<file path="src/design/decode_pkg.sv">
package decode_pkg;

    // widths with a meaning
    typedef logic [31:0] word_t;    // data word or address
    typedef logic [4:0]  reg_idx_t;
    typedef logic [5:0]  opcode_t;  // inst[31:26]
    typedef logic [5:0]  funct_t;   // inst[5:0]
    typedef logic [4:0]  shamt_t;
    typedef logic [25:0] jtarget_t; // j / jal field
    typedef logic [3:0]  alu_op_t;
    typedef logic [1:0]  dst_sel_t;
    typedef logic [1:0]  wb_src_t;

    // alu operations
    localparam alu_op_t ALU_ADD = 4'd0;
    localparam alu_op_t ALU_SUB = 4'd1;
    localparam alu_op_t ALU_AND = 4'd2;
    localparam alu_op_t ALU_OR  = 4'd3;
    localparam alu_op_t ALU_SLT = 4'd4;
    localparam alu_op_t ALU_SLL = 4'd5;
    localparam alu_op_t ALU_LUI = 4'd6;
    localparam alu_op_t ALU_NOP = 4'd7;

    // destination register select
    localparam dst_sel_t DST_RT = 2'b00;
    localparam dst_sel_t DST_RD = 2'b01;
    localparam dst_sel_t DST_RA = 2'b10;

    // writeback source
    localparam wb_src_t WB_ALU = 2'b00;
    localparam wb_src_t WB_MEM = 2'b01;
    localparam wb_src_t WB_PC4 = 2'b10;

    // opcodes
    localparam opcode_t OP_RTYPE = 6'h00;
    localparam opcode_t OP_J     = 6'h02;
    localparam opcode_t OP_JAL   = 6'h03;
    localparam opcode_t OP_BEQ   = 6'h04;
    localparam opcode_t OP_BNE   = 6'h05;
    localparam opcode_t OP_ADDI  = 6'h08;
    localparam opcode_t OP_SLTI  = 6'h0a;
    localparam opcode_t OP_ANDI  = 6'h0c;
    localparam opcode_t OP_ORI   = 6'h0d;
    localparam opcode_t OP_LUI   = 6'h0f;
    localparam opcode_t OP_LW    = 6'h23;
    localparam opcode_t OP_SW    = 6'h2b;

    // r-type funct codes
    localparam funct_t FN_SLL = 6'h00;
    localparam funct_t FN_JR  = 6'h08;
    localparam funct_t FN_ADD = 6'h20;
    localparam funct_t FN_SUB = 6'h22;
    localparam funct_t FN_AND = 6'h24;
    localparam funct_t FN_OR  = 6'h25;
    localparam funct_t FN_SLT = 6'h2a;

    localparam reg_idx_t REG_RA = 5'd31; // link register for jal

    // IDLE: free, HOLD: out_req up, DRAIN: waiting for out_ack to drop
    typedef enum logic [1:0] {
        IDLE  = 2'd0,
        HOLD  = 2'd1,
        DRAIN = 2'd2
    } issue_state_t;

endpackage

</file>
<file path="src/design/decode_ifs.sv">
`timescale 1ns/1ps

// source operand read path, answered combinationally by the register file
interface reg_read_if;
    import decode_pkg::*;

    reg_idx_t rs_idx;
    reg_idx_t rt_idx;
    word_t    rs_data;
    word_t    rt_data;

    modport provider (input rs_idx, rt_idx, output rs_data, rt_data);
    modport user     (output rs_idx, rt_idx, input rs_data, rt_data);
endinterface

interface ctrl_bus_if;
    import decode_pkg::*;

    alu_op_t  alu_op;
    logic     alu_src_imm; // second alu operand from imm_ext
    dst_sel_t dst_sel;
    logic     reg_write;
    wb_src_t  wb_src;
    logic     mem_read;
    logic     mem_write;
    logic     branch;
    logic     branch_ne;
    logic     jump;
    logic     jump_reg;
    logic     illegal;
    word_t    imm_ext;

    modport source (output alu_op, alu_src_imm, dst_sel, reg_write, wb_src, mem_read,
                    mem_write, branch, branch_ne, jump, jump_reg, illegal, imm_ext);
    modport sink   (input alu_op, alu_src_imm, dst_sel, reg_write, wb_src, mem_read,
                    mem_write, branch, branch_ne, jump, jump_reg, illegal, imm_ext);
endinterface

</file>
<file path="src/design/reg_file.sv">
`timescale 1ns/1ps

module reg_file (
    input  logic                 clk,
    input  logic                 rst_n,
    input  logic                 wb_we,
    input  decode_pkg::reg_idx_t wb_idx,
    input  decode_pkg::word_t    wb_data,
    reg_read_if.provider         rd
);
    import decode_pkg::*;

    word_t regs [1:31]; // register zero has no storage

    // zero for r0, incoming data when the same register is being written
    function automatic word_t read_reg(input reg_idx_t idx);
        word_t val;
        if (idx == '0) begin
            val = '0;
        end else if (wb_we && (wb_idx == idx)) begin
            val = wb_data; // bypass
        end else begin
            val = regs[idx];
        end
        return val;
    endfunction

    always_ff @(posedge clk) begin
        if (!rst_n) begin
            for (int i = 1; i < 32; i++) begin
                regs[i] <= '0;
            end
        end else if (wb_we && (wb_idx != '0)) begin
            regs[wb_idx] <= wb_data;
        end
    end

    always_comb begin
        rd.rs_data = read_reg(rd.rs_idx);
        rd.rt_data = read_reg(rd.rt_idx);
    end

endmodule

</file>
<file path="src/design/control_decoder.sv">
`timescale 1ns/1ps

module control_decoder (
    input  decode_pkg::word_t inst,
    ctrl_bus_if.source        ctrl
);
    import decode_pkg::*;

    opcode_t opcode;
    funct_t  funct;
    logic    is_nop;

    assign opcode = inst[31:26];
    assign funct  = inst[5:0];
    assign is_nop = (inst == '0); // sll r0,r0,0 encoding

    always_comb begin
        // safe defaults, nothing written
        ctrl.alu_op      = ALU_NOP;
        ctrl.alu_src_imm = 1'b0;
        ctrl.dst_sel     = DST_RT;
        ctrl.reg_write   = 1'b0;
        ctrl.wb_src      = WB_ALU;
        ctrl.mem_read    = 1'b0;
        ctrl.mem_write   = 1'b0;
        ctrl.branch      = 1'b0;
        ctrl.branch_ne   = 1'b0;
        ctrl.jump        = 1'b0;
        ctrl.jump_reg    = 1'b0;
        ctrl.illegal     = 1'b0;

        case (opcode)
            OP_RTYPE: begin
                ctrl.dst_sel   = DST_RD;
                ctrl.reg_write = 1'b1;
                case (funct)
                    FN_ADD: ctrl.alu_op = ALU_ADD;
                    FN_SUB: ctrl.alu_op = ALU_SUB;
                    FN_AND: ctrl.alu_op = ALU_AND;
                    FN_OR:  ctrl.alu_op = ALU_OR;
                    FN_SLT: ctrl.alu_op = ALU_SLT;
                    FN_SLL: begin
                        ctrl.alu_op    = is_nop ? ALU_NOP : ALU_SLL;
                        ctrl.reg_write = !is_nop;
                    end
                    FN_JR: begin
                        ctrl.reg_write = 1'b0;
                        ctrl.jump_reg  = 1'b1;
                    end
                    default: begin
                        ctrl.reg_write = 1'b0;
                        ctrl.illegal   = 1'b1;
                    end
                endcase
            end
            OP_ADDI, OP_SLTI, OP_ANDI, OP_ORI, OP_LUI: begin
                ctrl.alu_src_imm = 1'b1;
                ctrl.reg_write   = 1'b1;
                case (opcode)
                    OP_SLTI: ctrl.alu_op = ALU_SLT;
                    OP_ANDI: ctrl.alu_op = ALU_AND;
                    OP_ORI:  ctrl.alu_op = ALU_OR;
                    OP_LUI:  ctrl.alu_op = ALU_LUI;
                    default: ctrl.alu_op = ALU_ADD;
                endcase
            end
            OP_LW: begin
                ctrl.alu_op      = ALU_ADD; // address = rs + imm
                ctrl.alu_src_imm = 1'b1;
                ctrl.reg_write   = 1'b1;
                ctrl.mem_read    = 1'b1;
                ctrl.wb_src      = WB_MEM;
            end
            OP_SW: begin
                ctrl.alu_op      = ALU_ADD;
                ctrl.alu_src_imm = 1'b1;
                ctrl.mem_write   = 1'b1;
            end
            OP_BEQ, OP_BNE: begin
                ctrl.alu_op    = ALU_SUB; // compare rs and rt
                ctrl.branch    = 1'b1;
                ctrl.branch_ne = (opcode == OP_BNE);
            end
            OP_J: begin
                ctrl.jump = 1'b1;
            end
            OP_JAL: begin
                ctrl.jump      = 1'b1;
                ctrl.reg_write = 1'b1;
                ctrl.dst_sel   = DST_RA;
                ctrl.wb_src    = WB_PC4;
            end
            default: ctrl.illegal = 1'b1;
        endcase
    end

    // immediate extension
    always_comb begin
        case (opcode)
            OP_ANDI, OP_ORI: ctrl.imm_ext = {16'h0000, inst[15:0]};
            OP_LUI:          ctrl.imm_ext = {inst[15:0], 16'h0000};
            default:         ctrl.imm_ext = {{16{inst[15]}}, inst[15:0]};
        endcase
    end

endmodule

</file>
<file path="src/design/decode_issue.sv">
`timescale 1ns/1ps

module decode_issue (
    input  logic                   clk,
    input  logic                   rst_n,
    input  logic                   in_req,
    output logic                   in_ack,
    input  decode_pkg::word_t      in_inst,
    input  decode_pkg::word_t      in_pc4,
    reg_read_if.user               rd,
    output decode_pkg::word_t      inst,
    ctrl_bus_if.sink               ctrl,
    input  logic                   out_ack,
    output logic                   out_req,
    output decode_pkg::word_t      ex_rs_data,
    output decode_pkg::word_t      ex_rt_data,
    output decode_pkg::word_t      ex_imm,
    output decode_pkg::reg_idx_t   ex_rs_idx,
    output decode_pkg::reg_idx_t   ex_rt_idx,
    output decode_pkg::reg_idx_t   ex_dst_idx,
    output decode_pkg::shamt_t     ex_shamt,
    output decode_pkg::word_t      ex_pc4,
    output decode_pkg::word_t      ex_branch_target,
    output decode_pkg::word_t      ex_jump_target,
    output decode_pkg::alu_op_t    ex_alu_op,
    output logic                   ex_alu_src_imm,
    output logic                   ex_reg_write,
    output decode_pkg::wb_src_t    ex_wb_src,
    output logic                   ex_mem_read,
    output logic                   ex_mem_write,
    output logic                   ex_branch,
    output logic                   ex_branch_ne,
    output logic                   ex_jump,
    output logic                   ex_jump_reg,
    output logic                   ex_illegal
);
    import decode_pkg::*;

    issue_state_t state;
    logic         capture;
    reg_idx_t     dst_idx;
    jtarget_t     jfield;

    assign inst      = in_inst;
    assign rd.rs_idx = in_inst[25:21];
    assign rd.rt_idx = in_inst[20:16];
    assign jfield    = in_inst[25:0];
    assign out_req   = (state == HOLD);

    // both handshakes back at zero and a new request waiting
    assign capture = in_req && !in_ack && !out_req && !out_ack;

    always_comb begin
        case (ctrl.dst_sel)
            DST_RD:  dst_idx = in_inst[15:11];
            DST_RA:  dst_idx = REG_RA;
            default: dst_idx = in_inst[20:16];
        endcase
    end

    always_ff @(posedge clk) begin
        if (!rst_n) begin
            state  <= IDLE;
            in_ack <= 1'b0;
        end else begin
            if (capture) begin
                in_ack <= 1'b1;
            end else if (!in_req) begin
                in_ack <= 1'b0;
            end
            case (state)
                HOLD:    if (out_ack) state <= DRAIN;
                DRAIN:   if (capture) state <= HOLD;
                         else if (!out_ack) state <= IDLE;
                default: if (capture) state <= HOLD;
            endcase
        end
    end

    // output bundle, held until the next capture
    always_ff @(posedge clk) begin
        if (!rst_n) begin
            {ex_rs_data, ex_rt_data, ex_imm, ex_pc4, ex_branch_target, ex_jump_target} <= '0;
            {ex_rs_idx, ex_rt_idx, ex_dst_idx, ex_shamt, ex_alu_op, ex_wb_src} <= '0;
            {ex_alu_src_imm, ex_reg_write, ex_mem_read, ex_mem_write} <= '0;
            {ex_branch, ex_branch_ne, ex_jump, ex_jump_reg, ex_illegal} <= '0;
        end else if (capture) begin
            ex_rs_data       <= rd.rs_data;
            ex_rt_data       <= rd.rt_data;
            ex_imm           <= ctrl.imm_ext;
            ex_rs_idx        <= in_inst[25:21];
            ex_rt_idx        <= in_inst[20:16];
            ex_dst_idx       <= dst_idx;
            ex_shamt         <= in_inst[10:6];
            ex_pc4           <= in_pc4;
            ex_branch_target <= in_pc4 + (ctrl.imm_ext << 2);
            ex_jump_target   <= {in_pc4[31:28], jfield, 2'b00};
            ex_alu_op        <= ctrl.alu_op;
            ex_alu_src_imm   <= ctrl.alu_src_imm;
            ex_reg_write     <= ctrl.reg_write;
            ex_wb_src        <= ctrl.wb_src;
            ex_mem_read      <= ctrl.mem_read;
            ex_mem_write     <= ctrl.mem_write;
            ex_branch        <= ctrl.branch;
            ex_branch_ne     <= ctrl.branch_ne;
            ex_jump          <= ctrl.jump;
            ex_jump_reg      <= ctrl.jump_reg;
            ex_illegal       <= ctrl.illegal;
        end
    end

endmodule

</file>
<file path="src/design/decode_stage.sv">
`timescale 1ns/1ps

module decode_stage (
    input  logic                   clk,
    input  logic                   rst_n,
    input  logic                   in_req,
    output logic                   in_ack,
    input  decode_pkg::word_t      in_inst,
    input  decode_pkg::word_t      in_pc4,
    input  logic                   wb_we,
    input  decode_pkg::reg_idx_t   wb_idx,
    input  decode_pkg::word_t      wb_data,
    output logic                   out_req,
    input  logic                   out_ack,
    output decode_pkg::word_t      ex_rs_data,
    output decode_pkg::word_t      ex_rt_data,
    output decode_pkg::word_t      ex_imm,
    output decode_pkg::reg_idx_t   ex_rs_idx,
    output decode_pkg::reg_idx_t   ex_rt_idx,
    output decode_pkg::reg_idx_t   ex_dst_idx,
    output decode_pkg::shamt_t     ex_shamt,
    output decode_pkg::word_t      ex_pc4,
    output decode_pkg::word_t      ex_branch_target,
    output decode_pkg::word_t      ex_jump_target,
    output decode_pkg::alu_op_t    ex_alu_op,
    output logic                   ex_alu_src_imm,
    output logic                   ex_reg_write,
    output decode_pkg::wb_src_t    ex_wb_src,
    output logic                   ex_mem_read,
    output logic                   ex_mem_write,
    output logic                   ex_branch,
    output logic                   ex_branch_ne,
    output logic                   ex_jump,
    output logic                   ex_jump_reg,
    output logic                   ex_illegal
);

    reg_read_if        rd_bus ();
    ctrl_bus_if        ctrl_bus ();
    decode_pkg::word_t dec_inst; // instruction fed to the decoder

    reg_file regs0 (
        .clk     (clk),
        .rst_n   (rst_n),
        .wb_we   (wb_we),
        .wb_idx  (wb_idx),
        .wb_data (wb_data),
        .rd      (rd_bus.provider)
    );

    control_decoder ctrl0 (
        .inst (dec_inst),
        .ctrl (ctrl_bus.source)
    );

    decode_issue issue0 (
        .clk              (clk),
        .rst_n            (rst_n),
        .in_req           (in_req),
        .in_ack           (in_ack),
        .in_inst          (in_inst),
        .in_pc4           (in_pc4),
        .rd               (rd_bus.user),
        .inst             (dec_inst),
        .ctrl             (ctrl_bus.sink),
        .out_ack          (out_ack),
        .out_req          (out_req),
        .ex_rs_data       (ex_rs_data),
        .ex_rt_data       (ex_rt_data),
        .ex_imm           (ex_imm),
        .ex_rs_idx        (ex_rs_idx),
        .ex_rt_idx        (ex_rt_idx),
        .ex_dst_idx       (ex_dst_idx),
        .ex_shamt         (ex_shamt),
        .ex_pc4           (ex_pc4),
        .ex_branch_target (ex_branch_target),
        .ex_jump_target   (ex_jump_target),
        .ex_alu_op        (ex_alu_op),
        .ex_alu_src_imm   (ex_alu_src_imm),
        .ex_reg_write     (ex_reg_write),
        .ex_wb_src        (ex_wb_src),
        .ex_mem_read      (ex_mem_read),
        .ex_mem_write     (ex_mem_write),
        .ex_branch        (ex_branch),
        .ex_branch_ne     (ex_branch_ne),
        .ex_jump          (ex_jump),
        .ex_jump_reg      (ex_jump_reg),
        .ex_illegal       (ex_illegal)
    );

endmodule

</file>
<file path="config.mk">
export PLATFORM = sky130hd
export DESIGN_NAME = decode_stage
export DESIGN_NICKNAME = d
export VERILOG_FILES = /design/src/design/decode_pkg.sv /design/src/design/decode_ifs.sv /design/src/design/reg_file.sv /design/src/design/control_decoder.sv /design/src/design/decode_issue.sv /design/src/design/decode_stage.sv
export SDC_FILE = /design/constraint.sdc
export NUM_CORES = 2
export LEC_CHECK = 0
export BUFFER_PORTS_ARGS = -buffer_cell sky130_fd_sc_hd__buf_2
export CAP_MARGIN = 0
export CORE_AREA = 2 2 382 384
export DETAILED_ROUTE_END_ITERATION = 10
export DIE_AREA = 0 0 384 386
export REMOVE_ABC_BUFFERS = 1
export SLEW_MARGIN = 20
export SYNTH_ARGS = -nofsm -noshare
export SYNTH_HDL_FRONTEND = slang
export SYNTH_SLANG_ARGS = --single-unit
</file>
<file path="constraint.sdc">
create_clock -name clk -period 5.8 [get_ports clk]
set_input_delay 1.16 -clock clk [delete_from_list [all_inputs] [get_ports clk]]
set_output_delay 1.16 -clock clk [all_outputs]
set_load 0.03 [all_outputs]
</file>
[After elaboration in Yosys (flattened, before gate mapping)]
Memories as Yosys holds them, arrays and structs flattened.
Cells that the tools add are included.
Cells by class
  reductions and logical operators: 29
  add/sub/neg operators: 1
  multiplexer cells: 38
  eq/ne operators: 26
Operators with widths (count)
  32-bit 2-to-1 mux: 5
  32-bit case mux with 2 select lines: 1
  6-bit equality test, second input constant: 7
  6-bit by 4-bit equality test with 1-bit output, second input constant: 6
  32-bit adder: 1
  32-bit zero test: 1
  32-bit OR reduction: 1
  4-bit case mux with 6 select lines: 1
  7-bit OR reduction: 3
  1-bit 2-to-1 mux: 16
  4-bit case mux with 4 select lines: 1
  6-bit by 2-bit equality test with 1-bit output, second input constant: 2
  6-bit by 3-bit equality test with 1-bit output, second input constant: 2
  6-bit zero test: 2
  2-bit case mux with 2 select lines: 3
  3-bit case mux with 4 select lines: 1
  11-bit OR reduction: 1
  5-bit equality test: 2
  5-bit zero test: 2
  2-bit 2-to-1 mux: 5
  5-bit case mux with 2 select lines: 1
  5-bit OR reduction: 2
  2-bit OR reduction: 4
  1-bit logical AND: 6
  other kinds (11): 18
Word-level totals
  output and inout port bits: 229
  RAM bits: 992
  bits in registers: 228
  memories kept: 1
  logic and storage cells: 118
  input port bits: 106
Memories
  regs0.regs: depth 31, width 32, rd ports 2, clocked after memory_dff 0, write ports 31, line reg_file.sv:13  | word_t regs [1:31];

[Depth between registers and ports, before layout]
  word-level depth: 7
  mapped depth: 14
  gate-level depth less buffers: 12

[Modules after synthesis]
Synthesis repeated with hierarchy kept, for this count alone.
Second synthesis, totals
  cells, all modules: 5095
  area total of the unflattened synthesis: 64872.2 um^2
Modules (own cells, without submodules)
  reg_file: times used 1, seq. area each 30749.5 um^2, cells an instance 3747, area each 54697.5 um^2
  decode_issue: times used 1, seq. area each 4144.0 um^2, cells an instance 1226, area each 9399.0 um^2
  control_decoder: times used 1, seq. area each 0.0 um^2, cells an instance 122, area each 775.7 um^2

[Least setup slack after synthesis]
OpenSTA, ideal clock, no wires.
  path type: input port to flip-flop
  from: in wb_idx[2]
  to: mem regs0.regs[28][0] (netlist bit) (enable)
  stages on the path: 6
  path buffers: 3
  arrival time: 4.438 ns
  library setup time: 0.466 ns
  path slack: 0.896 ns
  required time: 5.334 ns
  path through: clkbuf_1 > or3_1 > clkbuf_1 > nand3b_1 > clkbuf_1 > o21ai_0
RTL lines
  from (decl): line decode_stage.sv:11  | input decode_pkg::reg_idx_t wb_idx,
  to (decl): line reg_file.sv:13

==> results.txt <==
initial DRC count: 5,531
CTS sink count: 1,229
# setup viols final: 0
Power Total: 22.0 mW
largest net degree at the start of global routing: 108
Die X-Extent: 384 µm
Synth cell types: 68
nets@finish: 5,016
# hold bufs at CTS: 0
Port Buffers: 331
Post-synth top flop: edfxtp_1
Max clock buf depth: 3
Total GRT Usage: 0.303
Setup WS pre-CTS: 0.923 ns
Die Y-Extent: 386 µm
Initial Utilization: 0.447
max-cap violation count: 0
Die ar.: 148,000 µm²
Pwr Density: 301 nW/µm²
Critical Path Max Stage Delay: 0.62 ns
RSZ-0062 raised after global routing: no
Final WS setup: 1.70 ns
Core ar.: 145,000 µm²
initial antenna violation count: 26
total CTS buffers: 140
Post-Place Cells: 6,652
setup TNS: 0 ns
crit end category: flip-flop
Most flops, register: regs0.regs
kind of critical path: primary input to flip-flop
fin. max-slew vios: 0
Top-Level Pins: 335
clk_lat worst skew: 0.80 ns
total number of vias: 43,500
vias in the first global route: 42,700
Syn Inst Count: 4,723
global-route wire length before repair: 317,000 µm
routed len/inst: 32.6 µm
Post-CTS Setup Inserts: 0
post-detail-place hpwl: 136,000 µm
CP Launch Type: primary input
Avg Synthesized Cell Area: 13.7 µm²
most used cell, CP: o21ai_0
share of cells above drive strength 1: 0.267
non-filler instance count after layout: 6,924
max reg flops: 1,024
Worst-path clk slew: 0.07 ns
Post-synth EDFFs: 1,024
VDD IR max: 0.257 mV
Leak: 26.2 nW
Final Skew: 0.0262 ns
CP Max Fanout: 30
Final Cycle Share: 0.706
register area share after synthesis: 0.540
max_slew headroom: 0.198
asr flop ratio synth: 0
CP bufs+invs: 2
Min-Delay Path Class: flip-flop to flip-flop
Clk Tree Root Cell: clkbuf_16
DR vias/cell: 6.29
Synth Cell Area: 64,600 µm²
Crit-path slowest cell: o21ai_0
GRT overflow: 0
H-tree levels: 4
drt pass-1 iters: 5
cell family with the largest share of critical-path delay: compound AO/OA/AOI/OAI gates
WP data arrival: 4.79 ns
Worst EP required: 6.49 ns
routability cong.: 0.894
Slew @ Worst Pin: 1.20 ns
status: completed
Detail Route Antenna Nets: 0
#FFs+latches synth: 1,229
Fin. Hold Viols: 0
Total Routed Length: 226,000 µm
FMAX: 244 MHz
crit-path cells: buf_2, and4bb_2, and2_1, buf_4, nor2b_1, fa_1, a21o_1, a221oi_2, o21ai_0, o21ai_0, o211a_1, nor4_1, a22o_1
Post-CTS Resized: 0
Hold Slack: 0.451 ns
CTS tree: done
post-route minimum period: 4.10 ns
Layout area overhead: 13.3%
synth warn: 0
DRC: 0
num rows: 140
-- metal layers --
metal / share of wire / global-route usage / vias to the layer above
met5: 0.000031 / 0 / -
met4: 0.041 / 0.127 / 2
met3: 0.11 / 0.0589 / 469
met2: 0.46 / 0.478 / 2582
met1: 0.39 / 0.411 / 22400
li1: - / - / 18100
-- report_power, final --
| part | leakage (nW) | total (mW) | internal [mW] | switching (mW) |
|---|---|---|---|---|
| Sequential | 11.4 | 10.3 | 10.0 | 0.259 |
| Combinational | 12.6 | 2.81 | 1.12 | 1.69 |
| Clock | 2.20 | 8.91 | 5.11 | 3.80 |
| Total | 26.2 | 22.0 | 16.3 | 5.75 |
-- cells by family after synthesis --
kind of cell | count (synthesis) | share of synthesized area
other cells | 1 | 0.0000581
buf+inv | 518 | 0.0373
flops | 1229 | 0.540
mux | 712 | 0.210
compound gates | 648 | 0.0678
fa+ha+maj | 32 | 0.00631
simple gates | 1551 | 0.135
xor+xnor | 32 | 0.00434
-- path summary, 6_finish.rpt --
| kind | slack [ns] | startpoint | depth (start not counted) | to |
|---|---|---|---|---|
| max | 1.70 | in_inst[30] | 13 | issue0.ex_branch_target[30]$_SDFFE_PN0P_ |
| min | 0.45 | issue0.ex_rs_data[6]$_SDFFE_PN0P_ | 2 | issue0.ex_rs_data[6]$_SDFFE_PN0P_ |
| max reg2reg | 2.56 | issue0.state[0]$_SDFFE_PN0P_ | 7 | issue0.ex_rs_data[28]$_SDFFE_PN0P_ |
| min reg2reg | 0.45 | issue0.ex_rs_data[6]$_SDFFE_PN0P_ | 2 | issue0.ex_rs_data[6]$_SDFFE_PN0P_ |
-- synth_stat cells (42+ instances only) --
cell	number	area, µm²
a22oi_1	45	338
edfxtp_1	1024	30700
a211oi_1	42	315
nor2b_1	46	288
nor2_1	84	315
buf_2	46	230
o21ai_0	149	746
clkbuf_1	338	1270
and2_1	1003	6270
dfxtp_1	205	4100
nand2_1	310	1160
buf_4	56	420
mux2i_1	146	1460
a21oi_1	105	526
mux2_2	58	653
a21boi_0	99	743
mux4_2	508	11400
-- worst min-delay path, cell delays in order, from the launching register on --
cell and delay (ns):
dfxtp_1 0.32, nand2_1 0.04, o21ai_0 0.05
-- cells in the final DEF, fill, tap and decap left out, drive strengths merged, types with 99 or more instances in the layout --
| cell type | n |
|---|---|
| a21oi | 105 |
| buf | 474 |
| nand2 | 310 |
| and2 | 1003 |
| mux4 | 508 |
| dfxtp | 205 |
| mux2i | 146 |
| edfxtp | 1024 |
| o21ai | 151 |
| clkbuf | 200 |
| a21boi | 99 |
-- area by class of cell --
cell class,count,area (µm²)
Clock buffer,199,3930
Fill cell,12300,71300
Clock inverter,59,609
Inverter,22,82.6
Antenna cell,13,32.5
Multi-Input combinational cell,3010,28100
Timing Repair Buffer,475,3210
Tap cell,1917,2400
Sequential cell,1229,34900
-- through the flow --
stage               cell area (µm²)   util
floorplan                     62400      -
global placement              68600  0.475
detailed placement            68600  0.475
CTS                           73100  0.506
global route                  73200  0.506
finish                        73200  0.507
(Power assumes the default switching activity.)
